$ cat config.mk
export PLATFORM = sky130hd
export DESIGN_NAME = mem_arbiter_flat
export DESIGN_NICKNAME = d
export VERILOG_FILES = /design/src/common/ext_pkg.sv /design/src/common/mem_bus_if.sv /design/src/bus/mem_arbiter.sv /design/src/flat_wrapper.sv
export SDC_FILE = /design/constraint.sdc
export NUM_CORES = 1
export LEC_CHECK = 0
export BUFFER_PORTS_ARGS = -buffer_cell sky130_fd_sc_hd__buf_2
export CORE_AREA = 2 2 157 159
export CTS_BUF_LIST = sky130_fd_sc_hd__clkbuf_16
export CTS_CLUSTER_SIZE = 24
export DETAILED_ROUTE_END_ITERATION = 12
export DIE_AREA = 0 0 159 161
export GPL_ROUTABILITY_DRIVEN = 0
export GPL_TIMING_DRIVEN = 0
export SYNTH_ARGS = -nofsm -noshare
export SYNTH_HDL_FRONTEND = slang
export SYNTH_SLANG_ARGS = --single-unit
$ cat constraint.sdc
create_clock -name clk_i -period 2.2 [get_ports clk_i]
set_clock_uncertainty 0.05 [all_clocks]
set_input_delay 0.44 -clock clk_i [delete_from_list [all_inputs] [get_ports clk_i]]
set_output_delay 0.44 -clock clk_i [all_outputs]
set_load 0.02 [all_outputs]
$ cat src/common/ext_pkg.sv
/* Shared widths, address map and register offsets of the external subsystem.
   All memory accesses are full 32-bit words, so byte enables do not exist. */
package ext_pkg;

  localparam int ADDR_W      = 32;
  localparam int DATA_W      = 32;
  localparam int MEM_WORDS   = 1024;
  localparam int MEM_IDX_W   = 10;
  localparam int N_MASTERS   = 3;
  localparam int MASTER_ID_W = 2;
  localparam int MEM_LATENCY = 2;
  localparam int LEN_W       = 16;

  // Bus master ids, also the arbiter input index
  localparam logic [MASTER_ID_W-1:0] HOST_ID   = 2'd0;
  localparam logic [MASTER_ID_W-1:0] DMA_ID    = 2'd1;
  localparam logic [MASTER_ID_W-1:0] SCALER_ID = 2'd2;

  // Peripheral windows on the register bus
  localparam logic [ADDR_W-1:0] DMA_BASE    = 32'h0000_0000;
  localparam logic [ADDR_W-1:0] SCALER_BASE = 32'h0000_0100;
  localparam int PERIPH_SEL_LSB = 8;

  localparam logic [PERIPH_SEL_LSB-1:0] REG_SRC    = 8'h00;
  localparam logic [PERIPH_SEL_LSB-1:0] REG_DST    = 8'h04;
  localparam logic [PERIPH_SEL_LSB-1:0] REG_LEN    = 8'h08;
  localparam logic [PERIPH_SEL_LSB-1:0] REG_CTRL   = 8'h0C;
  localparam logic [PERIPH_SEL_LSB-1:0] REG_STATUS = 8'h10;
  localparam logic [PERIPH_SEL_LSB-1:0] REG_FACTOR = 8'h14;

  typedef enum logic [2:0] {IDLE, READ_REQ, READ_WAIT, WRITE_REQ, DONE} engine_state_e;

  typedef enum logic [1:0] {SEL_DMA, SEL_SCALER, SEL_NONE} periph_sel_e;

endpackage

$ cat src/common/mem_bus_if.sv
/* Request/grant/read-valid word bus. A read answers with one rvalid
   MEM_LATENCY cycles after its grant, a write answers with nothing. */
`timescale 1ns/1ps

interface mem_bus_if;

  logic                       req;
  logic                       we;
  logic [ext_pkg::ADDR_W-1:0] addr;
  logic [ext_pkg::DATA_W-1:0] wdata;
  logic                       gnt;
  logic                       rvalid;
  logic [ext_pkg::DATA_W-1:0] rdata;

  modport master (
    output req, we, addr, wdata,
    input  gnt, rvalid, rdata
  );

  modport slave (
    input  req, we, addr, wdata,
    output gnt, rvalid, rdata
  );

endinterface

$ cat src/bus/mem_arbiter.sv
/* Round-robin arbiter for three masters in front of one memory. Priority
   starts after the last winner; responses are steered by the returned id. */
`timescale 1ns/1ps

module mem_arbiter (
  input  logic                            clk_i,
  input  logic                            rst_n_i,
  mem_bus_if.slave                        m0,
  mem_bus_if.slave                        m1,
  mem_bus_if.slave                        m2,
  mem_bus_if.master                       mem,
  output logic [ext_pkg::MASTER_ID_W-1:0] id_o,
  input  logic [ext_pkg::MASTER_ID_W-1:0] resp_id_i
);

  logic [ext_pkg::N_MASTERS-1:0]   req_vec;
  logic [ext_pkg::N_MASTERS-1:0]   we_vec;
  logic [ext_pkg::ADDR_W-1:0]      addr_vec  [ext_pkg::N_MASTERS];
  logic [ext_pkg::DATA_W-1:0]      wdata_vec [ext_pkg::N_MASTERS];
  logic [ext_pkg::MASTER_ID_W-1:0] last_q;
  logic [ext_pkg::MASTER_ID_W-1:0] winner;
  logic                            found;

  assign req_vec   = {m2.req, m1.req, m0.req};
  assign we_vec    = {m2.we, m1.we, m0.we};
  assign addr_vec  = '{m0.addr, m1.addr, m2.addr};
  assign wdata_vec = '{m0.wdata, m1.wdata, m2.wdata};

  always_comb begin
    int cand;
    found  = 1'b0;
    winner = '0;
    for (int i = 1; i <= ext_pkg::N_MASTERS; i++) begin
      cand = (int'(last_q) + i) % ext_pkg::N_MASTERS;
      if (!found && req_vec[cand]) begin
        found  = 1'b1;
        winner = cand[ext_pkg::MASTER_ID_W-1:0];
      end
    end
  end

  // Master 0 gets the first turn out of reset
  always_ff @(posedge clk_i) begin
    if (!rst_n_i) last_q <= ext_pkg::MASTER_ID_W'(ext_pkg::N_MASTERS - 1);
    else if (mem.req && mem.gnt) last_q <= winner;
  end

  assign mem.req   = found;
  assign mem.we    = we_vec[winner];
  assign mem.addr  = addr_vec[winner];
  assign mem.wdata = wdata_vec[winner];
  assign id_o      = winner;

  assign m0.gnt = mem.gnt && found && (winner == ext_pkg::HOST_ID);
  assign m1.gnt = mem.gnt && found && (winner == ext_pkg::DMA_ID);
  assign m2.gnt = mem.gnt && found && (winner == ext_pkg::SCALER_ID);

  assign m0.rvalid = mem.rvalid && (resp_id_i == ext_pkg::HOST_ID);
  assign m1.rvalid = mem.rvalid && (resp_id_i == ext_pkg::DMA_ID);
  assign m2.rvalid = mem.rvalid && (resp_id_i == ext_pkg::SCALER_ID);
  assign m0.rdata  = mem.rdata;
  assign m1.rdata  = mem.rdata;
  assign m2.rdata  = mem.rdata;

endmodule

$ cat src/flat_wrapper.sv
// flat-port wrapper written by rule: the top's interface ports become plain ports
module mem_arbiter_flat 
  (clk_i, rst_n_i, id_o, resp_id_i, m0_req, m0_we, m0_addr, m0_wdata, m0_gnt, m0_rvalid, m0_rdata, m1_req, m1_we, m1_addr, m1_wdata, m1_gnt, m1_rvalid, m1_rdata, m2_req, m2_we, m2_addr, m2_wdata, m2_gnt, m2_rvalid, m2_rdata, mem_req, mem_we, mem_addr, mem_wdata, mem_gnt, mem_rvalid, mem_rdata);
  mem_bus_if m0_i ();
  mem_bus_if m1_i ();
  mem_bus_if m2_i ();
  mem_bus_if mem_i ();
  input  logic clk_i;
  input  logic rst_n_i;
  output logic [ext_pkg::MASTER_ID_W-1:0] id_o;
  input  logic [ext_pkg::MASTER_ID_W-1:0] resp_id_i;
  input wire logic [$bits(m0_i.req)-1:0] m0_req;
  input wire logic [$bits(m0_i.we)-1:0] m0_we;
  input wire logic [$bits(m0_i.addr)-1:0] m0_addr;
  input wire logic [$bits(m0_i.wdata)-1:0] m0_wdata;
  output wire logic [$bits(m0_i.gnt)-1:0] m0_gnt;
  output wire logic [$bits(m0_i.rvalid)-1:0] m0_rvalid;
  output wire logic [$bits(m0_i.rdata)-1:0] m0_rdata;
  input wire logic [$bits(m1_i.req)-1:0] m1_req;
  input wire logic [$bits(m1_i.we)-1:0] m1_we;
  input wire logic [$bits(m1_i.addr)-1:0] m1_addr;
  input wire logic [$bits(m1_i.wdata)-1:0] m1_wdata;
  output wire logic [$bits(m1_i.gnt)-1:0] m1_gnt;
  output wire logic [$bits(m1_i.rvalid)-1:0] m1_rvalid;
  output wire logic [$bits(m1_i.rdata)-1:0] m1_rdata;
  input wire logic [$bits(m2_i.req)-1:0] m2_req;
  input wire logic [$bits(m2_i.we)-1:0] m2_we;
  input wire logic [$bits(m2_i.addr)-1:0] m2_addr;
  input wire logic [$bits(m2_i.wdata)-1:0] m2_wdata;
  output wire logic [$bits(m2_i.gnt)-1:0] m2_gnt;
  output wire logic [$bits(m2_i.rvalid)-1:0] m2_rvalid;
  output wire logic [$bits(m2_i.rdata)-1:0] m2_rdata;
  output wire logic [$bits(mem_i.req)-1:0] mem_req;
  output wire logic [$bits(mem_i.we)-1:0] mem_we;
  output wire logic [$bits(mem_i.addr)-1:0] mem_addr;
  output wire logic [$bits(mem_i.wdata)-1:0] mem_wdata;
  input wire logic [$bits(mem_i.gnt)-1:0] mem_gnt;
  input wire logic [$bits(mem_i.rvalid)-1:0] mem_rvalid;
  input wire logic [$bits(mem_i.rdata)-1:0] mem_rdata;
  assign m0_i.req = m0_req;
  assign m0_i.we = m0_we;
  assign m0_i.addr = m0_addr;
  assign m0_i.wdata = m0_wdata;
  assign m0_gnt = m0_i.gnt;
  assign m0_rvalid = m0_i.rvalid;
  assign m0_rdata = m0_i.rdata;
  assign m1_i.req = m1_req;
  assign m1_i.we = m1_we;
  assign m1_i.addr = m1_addr;
  assign m1_i.wdata = m1_wdata;
  assign m1_gnt = m1_i.gnt;
  assign m1_rvalid = m1_i.rvalid;
  assign m1_rdata = m1_i.rdata;
  assign m2_i.req = m2_req;
  assign m2_i.we = m2_we;
  assign m2_i.addr = m2_addr;
  assign m2_i.wdata = m2_wdata;
  assign m2_gnt = m2_i.gnt;
  assign m2_rvalid = m2_i.rvalid;
  assign m2_rdata = m2_i.rdata;
  assign mem_req = mem_i.req;
  assign mem_we = mem_i.we;
  assign mem_addr = mem_i.addr;
  assign mem_wdata = mem_i.wdata;
  assign mem_i.gnt = mem_gnt;
  assign mem_i.rvalid = mem_rvalid;
  assign mem_i.rdata = mem_rdata;
  mem_arbiter u_core (.clk_i(clk_i), .rst_n_i(rst_n_i), .m0(m0_i), .m1(m1_i), .m2(m2_i), .mem(mem_i), .id_o(id_o), .resp_id_i(resp_id_i));
endmodule
==> metrics.json, run 1 <==
{
  "logic_synthesis": {
    "synth_top_area_share_pct": 27.9,
    "synth-warning-count": 0,
    "netlist_instances": 451,
    "number_of_enable_flip_flop_cells_after_synthesis": 0,
    "yosysUniqueCellTypes": 34,
    "netlist_top_cells_area": "buf_4 (28%), a31oi_1 (15%), a21oi_1 (13%)",
    "syn-cell-area_um2": 2640,
    "synth_ff_type": "dfxtp_1",
    "synth-seq-cells": 2,
    "syn_avg_cell_area_um2": 5.85,
    "synth_sequential_area_ratio_pct": 1.52,
    "async_flop_share_pct": 0,
    "post_synthesis_net_count": 691,
    "yosys.area.top_type": "buf_4"
  },
  "final_layout": {
    "final_cells": 1197,
    "stdcell_area_um2": 7030,
    "layout_common_cells": "buf_2 (304), buf_4 (173), a21oi_2 (67), nor2_1 (51), o21ai_1 (37)",
    "largestRegisters": "u_core.last_q: 2 flops",
    "mostFrequentLayoutCell": "buf_2",
    "layout-drive-gt1-share_pct": 82.0,
    "syn_to_final_growth_pct": 167,
    "largest_register_ffs": 2,
    "nets": 1115,
    "max_flop_register": "u_core.last_q",
    "layout.filler_cells": 2600,
    "n_antenna_cell": 0
  },
  "critical_path": {
    "rr_startpoint": "u_core.last_q[0]",
    "critical_path_type": "reg -> out",
    "r2r_cells": 10,
    "r2r-end": "u_core.last_q[1]",
    "worstSetupStartpoint": "u_core.last_q[1]",
    "setup.reg_to_reg.worst_slack_ns": 0.07,
    "worstSetupEndpoint": "mem_addr[0]",
    "setup.worst_path.end_class": "output pin",
    "arrival_time_of_the_worst_setup_path_ns": 2.33,
    "critical_path.startpoint_type": "register",
    "cp.required_ns": 1.71,
    "path_max_fanout": 10
  },
  "drt": {
    "postRouteWirelength_um": 18500,
    "detailroute.via_count": 4910,
    "post_detailed_route_wirelength_per_cell_um": 15.4,
    "routed-wl-met2_um": 10000,
    "drtPass1Iterations": 4,
    "top_signal_layer_used": "met5",
    "wl_met3_um": 1100,
    "ant_nets": 0,
    "drt_drc_violations_left": 0,
    "dr.first_iter.drc_count": 199,
    "met1_length_um": 7190,
    "drt-vias-per-instance": 4.10
  },
  "min_path": {
    "worst_hold_path_cells": 2,
    "holdCritPathClass": "in -> reg"
  },
  "global_route": {
    "number_of_antenna_violations_at_the_first_check_in_global_routing": 2,
    "grt_total_usage_pct": 12.9,
    "pin_count_of_the_biggest_net_entering_global_routing": 11,
    "grt_first_pass_wirelength_um": 26300,
    "gr-total-overflow": 0,
    "grt_pass1_vias": 4786
  },
  "place": {
    "place_area_um2": 5260,
    "place.detailed.hpwl_um": 13700,
    "placed_cells": 1148,
    "place_worst_setup_slack_ns": -1.07,
    "buffer_ports.inserted": 373
  },
  "sta": {
    "slew-limit-headroom_pct": 62.9,
    "setup-violations-final": 71,
    "worst_hold_slack_ns": 0.379,
    "setup_slack_ns": -0.622,
    "achievable-frequency_mhz": 354,
    "grt_setup_unrepaired": "yes",
    "timing.final.crit_period_ns": 2.82,
    "tightestPinTransition_ns": 0.556,
    "report.final.slew_viol_count": 0,
    "period_utilization_pct": 128,
    "timing_hold_violations_final": 0
  },
  "cts": {
    "cts-htree-levels": 1,
    "clockBufferDepth": 2,
    "cts.reportedPaths.clkPinSlew_ns": 0.03,
    "clock-sinks": 2,
    "worstSkewPairLatency_ns": 0.22,
    "tritoncts.num_buffers": 3,
    "tritoncts_clock_tree": "built",
    "clock_tree.root_cell": "clkbuf_16"
  },
  "die": {
    "rows": 57,
    "core_region_area_um2": 24000,
    "fp.dieH_um": 161,
    "die_area_um2": 25600,
    "die_width_um": 159,
    "initial_core_utilization_pct": 11.0,
    "num_io_pins": 406
  },
  "pwr": {
    "power_leakage_uw": 0.00332,
    "vdd.ir_drop.worst_uv": 770,
    "cellPowerDensity_nw_per_um2": 890
  },
  "run": {
    "drv.max_cap_violation_count": 0
  },
  "run_status": {
    "failed_checks": "setup timing",
    "outcome": "finished with violations"
  }
}
==> critical path: stages, from the launching register on <==
cell and delay (ns):
dfxtp_4 0.37, inv_4 0.04, ha_4 0.15, buf_4 0.13, nand3b_1 0.18, a21boi_2 0.24
o221a_4 0.23, buf_12 0.16, clkbuf_16 0.18, o21ai_1 0.07, a21oi_2 0.19, buf_6 0.14
==> metrics by stage <==
| step | total power [µW] | setup TNS, ns | util, % |
|---|---|---|---|
| 2_1_floorplan | 2850 | -10.09 | - |
| 5_1_grt | 6590 | -47.65 | 29.4 |
| 6_report | 6260 | -39.31 | 29.4 |
| 3_3_place_gp | 4140 | -54.92 | 22.0 |
| 4_1_cts | 5920 | -41.10 | 28.0 |
| 3_5_place_dp | 4160 | -53.53 | 22.0 |
==> metal layers <==
metal / up-vias / GRT usage, %
met5: - / 0
met4: 2 / 1.36
met3: 15 / 1.67
met2: 245 / 25.5
met1: 2276 / 15.1
li1: 2372 / -
==> logic make-up after synthesis <==
group           after synthesis  share of synthesized area [%]
fa+ha+maj                     4                           1.90
mux                           3                           1.14
buf+inv                     145                           36.1
flops                         2                           1.52
compound gates              206                           44.2
simple gates                 91                           15.2
==> how the worst min path moves through the flow <==
stage	start	to	slack [ns]
after global routing	rst_n_i	u_core.last_q[1]	0.38
after CTS	rst_n_i	u_core.last_q[1]	0.37
after detailed placement	u_core.last_q[1]	u_core.last_q[1]	0.45
final	rst_n_i	u_core.last_q[1]	0.38
after global placement	u_core.last_q[1]	u_core.last_q[1]	0.46
after floorplan	u_core.last_q[1]	u_core.last_q[1]	0.43
==> Yosys cell counts, drive strengths merged, types with 2 or more instances <==
library cell	n
buf	116
a31oi	65
and3b	2
o21ai	66
mux2i	3
dfxtp	2
ha	4
nand2	6
clkbuf	24
nand3b	4
inv	5
nor3b	3
o221ai	2
a21oi	67
nor2	69
==> power by group <==
part           internal, µW  leakage (µW)  total, µW  switching [µW]
Combinational          2820       0.00327       5920            3100
Clock                   232     0.0000370        276            44.3
Sequential             46.7     0.0000174       59.8            13.1
Total                  3100       0.00332       6260            3160
==> layout make-up <==
| cell class | count | area, µm² | area share [%] |
|---|---|---|---|
| Sequential cell | 2 | 47.5 | 0.676 |
| Timing Repair Buffer | 422 | 2720 | 38.7 |
| Tap cell | 324 | 405 | 5.76 |
| Buffer | 137 | 1240 | 17.7 |
| Inverter | 5 | 23.8 | 0.338 |
| Clock buffer | 3 | 75.1 | 1.07 |
| Multi-Input combinational cell | 304 | 2520 | 35.8 |
==> repair_timing <==
item | CTS | global route
pin swaps | 25 | 26
endpoints found under the setup margin | 73 | 72
gates cloned | 7 | 0
resized for setup | 230 | 64
hold buffers | 0 | 0
setup buffers | 34 | 9
Note: power is estimated with default switching activity, not from simulation.
==> run 2: changes to the inputs <==
--- a/config.mk
+++ b/config.mk
@@ -6,13 +6,16 @@
 export NUM_CORES = 1
 export LEC_CHECK = 0
 export BUFFER_PORTS_ARGS = -buffer_cell sky130_fd_sc_hd__buf_2
-export CORE_AREA = 2 2 157 159
+export CELL_PAD_IN_SITES_DETAIL_PLACEMENT = 1
+export CELL_PAD_IN_SITES_GLOBAL_PLACEMENT = 2
+export CORE_MARGIN = 2
+export CORE_UTILIZATION = 10
 export CTS_BUF_LIST = sky130_fd_sc_hd__clkbuf_16
 export CTS_CLUSTER_SIZE = 24
 export DETAILED_ROUTE_END_ITERATION = 12
-export DIE_AREA = 0 0 159 161
 export GPL_ROUTABILITY_DRIVEN = 0
 export GPL_TIMING_DRIVEN = 0
+export PLACE_DENSITY_LB_ADDON = 0.1
 export SYNTH_ARGS = -nofsm -noshare
 export SYNTH_HDL_FRONTEND = slang
 export SYNTH_SLANG_ARGS = --single-unit
==> run 2 against run 1 <==
Against the previous run: the flow still finishes with violations (setup timing); register-to-register slack worse by 0.09 ns; routed wire length increased by 17%; critical endpoint is now mem_wdata[4]; cell area up 1.6%; global-route usage increased by 1.4 points; combinational power rose by 4.2%; first-iteration DRC count down 44%; clock-buffer cell count unchanged; highest routed layer unchanged; non-clock buffer count decreased by 12.
==> metrics.json, run 2 (synthesis results as in run 1) <==
{
  "place": {
    "placed_cells": {"value": 1159, "change": "+0.96%"},
    "buffer_ports.inserted": {"value": 373, "change": "unchanged"},
    "place.detailed.hpwl": {"value": 17400, "unit": "µm", "change": "+27%"},
    "place_area": {"value": 5280, "unit": "µm²", "change": "+0.26%"}
  },
  "drt": {
    "drtPass1Iterations": {"value": 4, "change": "unchanged"},
    "post_detailed_route_wirelength_per_cell": {"value": 18.1, "unit": "µm", "change": "+17%"},
    "drt_drc_violations_left": {"value": 0, "change": "unchanged"},
    "detailroute.via_count": {"value": 4848, "change": "-1.3%"},
    "dr.first_iter.drc_count": {"value": 112, "change": "-44%"},
    "ant_nets": {"value": 0, "change": "unchanged"},
    "drt-vias-per-instance": {"value": 4.05, "change": "-1.3%"},
    "postRouteWirelength": {"value": 21700, "unit": "µm", "change": "+17%"}
  },
  "min_path": {
    "holdCritPathClass": "in -> reg"
  },
  "pwr": {
    "cellPowerDensity": {"value": 911, "unit": "nW/µm²", "change": "+2.4%"},
    "vdd.ir_drop.worst": {"value": 430, "unit": "µV", "change": "-44%"},
    "power_leakage": {"value": 0.00329, "unit": "µW", "change": "-0.81%"}
  },
  "sta": {
    "tightestPinTransition": {"value": 0.634, "unit": "ns", "change": "+0.0777 ns"},
    "worst_hold_slack": {"value": 0.374, "unit": "ns", "change": "-0.00478 ns"},
    "grt_setup_unrepaired": "yes",
    "timing_hold_violations_final": {"value": 0, "change": "unchanged"},
    "slew-limit-headroom": {"value": 57.7, "unit": "%", "change": "-5.2 points"},
    "period_utilization": {"value": 129, "unit": "%", "change": "+0.27 points"},
    "fin_tns_setup": {"value": -39.86, "unit": "ns", "change": "-0.548 ns"},
    "setup-violations-final": {"value": 72, "change": "+1.4%"},
    "achievable-frequency": {"value": 354, "unit": "MHz", "change": "-0.21%"},
    "setup_slack": {"value": -0.628, "unit": "ns", "change": "-0.00591 ns"},
    "timing.final.crit_period": {"value": 2.83, "unit": "ns", "change": "+0.00591 ns"},
    "report.final.slew_viol_count": {"value": 0, "change": "unchanged"}
  },
  "cts": {
    "cts.reportedPaths.clkPinSlew": {"value": 0.03, "unit": "ns", "change": "about the same"},
    "tritoncts.num_buffers": {"value": 3, "change": "unchanged"},
    "clock-sinks": {"value": 2, "change": "unchanged"},
    "clockBufferDepth": {"value": 2, "change": "unchanged"},
    "tritoncts_clock_tree": "built",
    "cts-htree-levels": {"value": 1, "change": "unchanged"},
    "clock_tree.root_cell": "clkbuf_16",
    "hold_buffers": {"value": 0, "change": "unchanged"},
    "worstSkewPairLatency": {"value": 0.22, "unit": "ns", "change": "about the same"}
  },
  "final_layout": {
    "max_flop_register": "u_core.last_q",
    "mostFrequentLayoutCell": "buf_2",
    "nets": {"value": 1103, "change": "-1.1%"},
    "finish.utilization": {"value": 27.5, "unit": "%", "change": "-1.9 points"},
    "syn_to_final_growth_pct": 171,
    "largestRegisters": "u_core.last_q: 2 flops",
    "stdcell_area": {"value": 7150, "unit": "µm²", "change": "+1.6%"},
    "final_cells": {"value": 1198, "change": "+0.084%"},
    "layout-drive-gt1-share": {"value": 82.9, "unit": "%", "change": "+0.91 points"},
    "layout_common_cells": "buf_2 (306), buf_4 (136), a21oi_2 (66), nor2_1 (64), buf_6 (61)",
    "largest_register_ffs": {"value": 2, "change": "unchanged"}
  },
  "critical_path": {
    "r2r-end": "u_core.last_q[0]",
    "critical_path.startpoint_type": "register",
    "arrival_time_of_the_worst_setup_path": {"value": 2.34, "unit": "ns", "change": "about the same"},
    "rr_startpoint": "u_core.last_q[0]",
    "path_max_fanout": {"value": 5, "change": "-5"},
    "critical_path_type": "reg -> out",
    "cp.required": {"value": 1.71, "unit": "ns", "change": "about the same"},
    "setup.worst_path.end_class": "output pin",
    "worstSetupEndpoint": "mem_wdata[4]",
    "worstSetupStartpoint": "u_core.last_q[1]",
    "setup.reg_to_reg.worst_slack": {"value": -0.02, "unit": "ns", "change": "-0.09 ns"},
    "r2r_cells": {"value": 12, "change": "+2"}
  },
  "global_route": {
    "grt_pass1_vias": {"value": 5092, "change": "+6.4%"},
    "grt_first_pass_wirelength": {"value": 31100, "unit": "µm", "change": "+19%"},
    "number_of_antenna_violations_at_the_first_check_in_global_routing": {"value": 6, "change": "+4"},
    "pin_count_of_the_biggest_net_entering_global_routing": {"value": 11, "change": "unchanged"},
    "gr-total-overflow": {"value": 0, "change": "unchanged"},
    "grt_total_usage": {"value": 14.2, "unit": "%", "change": "+1.4 points"}
  },
  "run": {
    "drv.max_cap_violation_count": {"value": 0, "change": "unchanged"}
  },
  "run_status": {
    "failed_checks": "setup timing",
    "outcome": "finished with violations"
  },
  "die": {
    "die_width": {"value": 166, "unit": "µm", "change": "+4.7%"},
    "core_region_area": {"value": 26000, "unit": "µm²", "change": "+8.4%"},
    "initial_core_utilization": {"value": 10.2, "unit": "%", "change": "-0.86 points"},
    "die_area": {"value": 27700, "unit": "µm²", "change": "+8.2%"},
    "rows": {"value": 59, "change": "+3.5%"},
    "num_io_pins": {"value": 406, "change": "unchanged"},
    "fp.dieH": {"value": 166, "unit": "µm", "change": "+3.4%"}
  }
}
-- run 2: area by class of cell --
cell class | instances | area [µm²]
Fill cell | 3163 | 18800
Timing Repair Buffer | 410 | 2690
Multi-Input combinational cell | 304 | 2680
Buffer | 137 | 1200
Tap cell | 335 | 419
Clock buffer | 3 | 75.1
Sequential cell | 2 | 47.5
Inverter | 5 | 28.8
Antenna cell | 2 | 5.00
-- run 2: what timing repair did --
item	in CTS	in global routing
setup buffers	22	8
gates resized for setup	184	157
pin swaps	19	38
cloned	1	6
setup endpoints to repair	73	72
-- run 2: routing by layer --
| layer | vias up | wire length (µm) | track usage, % |
|---|---|---|---|
| met2 | 192 | 12100 | 28.5 |
| met1 | 2279 | 8050 | 15.6 |
| met5 | - | 56 | 0 |
| li1 | 2355 | - | - |
| met3 | 14 | 1420 | 3.41 |
| met4 | 8 | 76 | 1.05 |
-- run 2: how the worst min path moves through the flow --
stage                     cells after the start          endpoint        startpoint  slack, ns
final                                         2  u_core.last_q[1]           rst_n_i       0.37
after global routing                          2  u_core.last_q[1]           rst_n_i       0.38
after floorplan                               2  u_core.last_q[1]  u_core.last_q[1]       0.43
after CTS                                     2  u_core.last_q[1]           rst_n_i       0.38
after global placement                        2  u_core.last_q[1]  u_core.last_q[1]       0.45
after detailed placement                      2  u_core.last_q[1]  u_core.last_q[1]       0.46
-- run 2: worst max-delay path, stage by stage, from the launching register on --
cell,delay [ns]
dfxtp_4,0.37
inv_4,0.04
ha_4,0.16
or3b_4,0.38
a21oi_4,0.15
o221ai_4,0.17
inv_4,0.12
buf_12,0.14
buf_12,0.11
buf_12,0.10
a31oi_2,0.03
a21oi_2,0.18
buf_6,0.14
-- run 2: where the power goes --
group | switching [µW] | internal, µW
sequential | 14.2 | 46.7
clock | 44.7 | 232
combinational | 3240 | 2930
-- run 2: per-stage QoR --
step / power [µW] / setup slack, ns
after global placement: 4290 / -0.957
after global routing: 6910 / -0.726
after floorplan: 2850 / -0.177
after CTS: 5590 / -0.666
after detailed placement: 4300 / -0.964
final: 6510 / -0.628
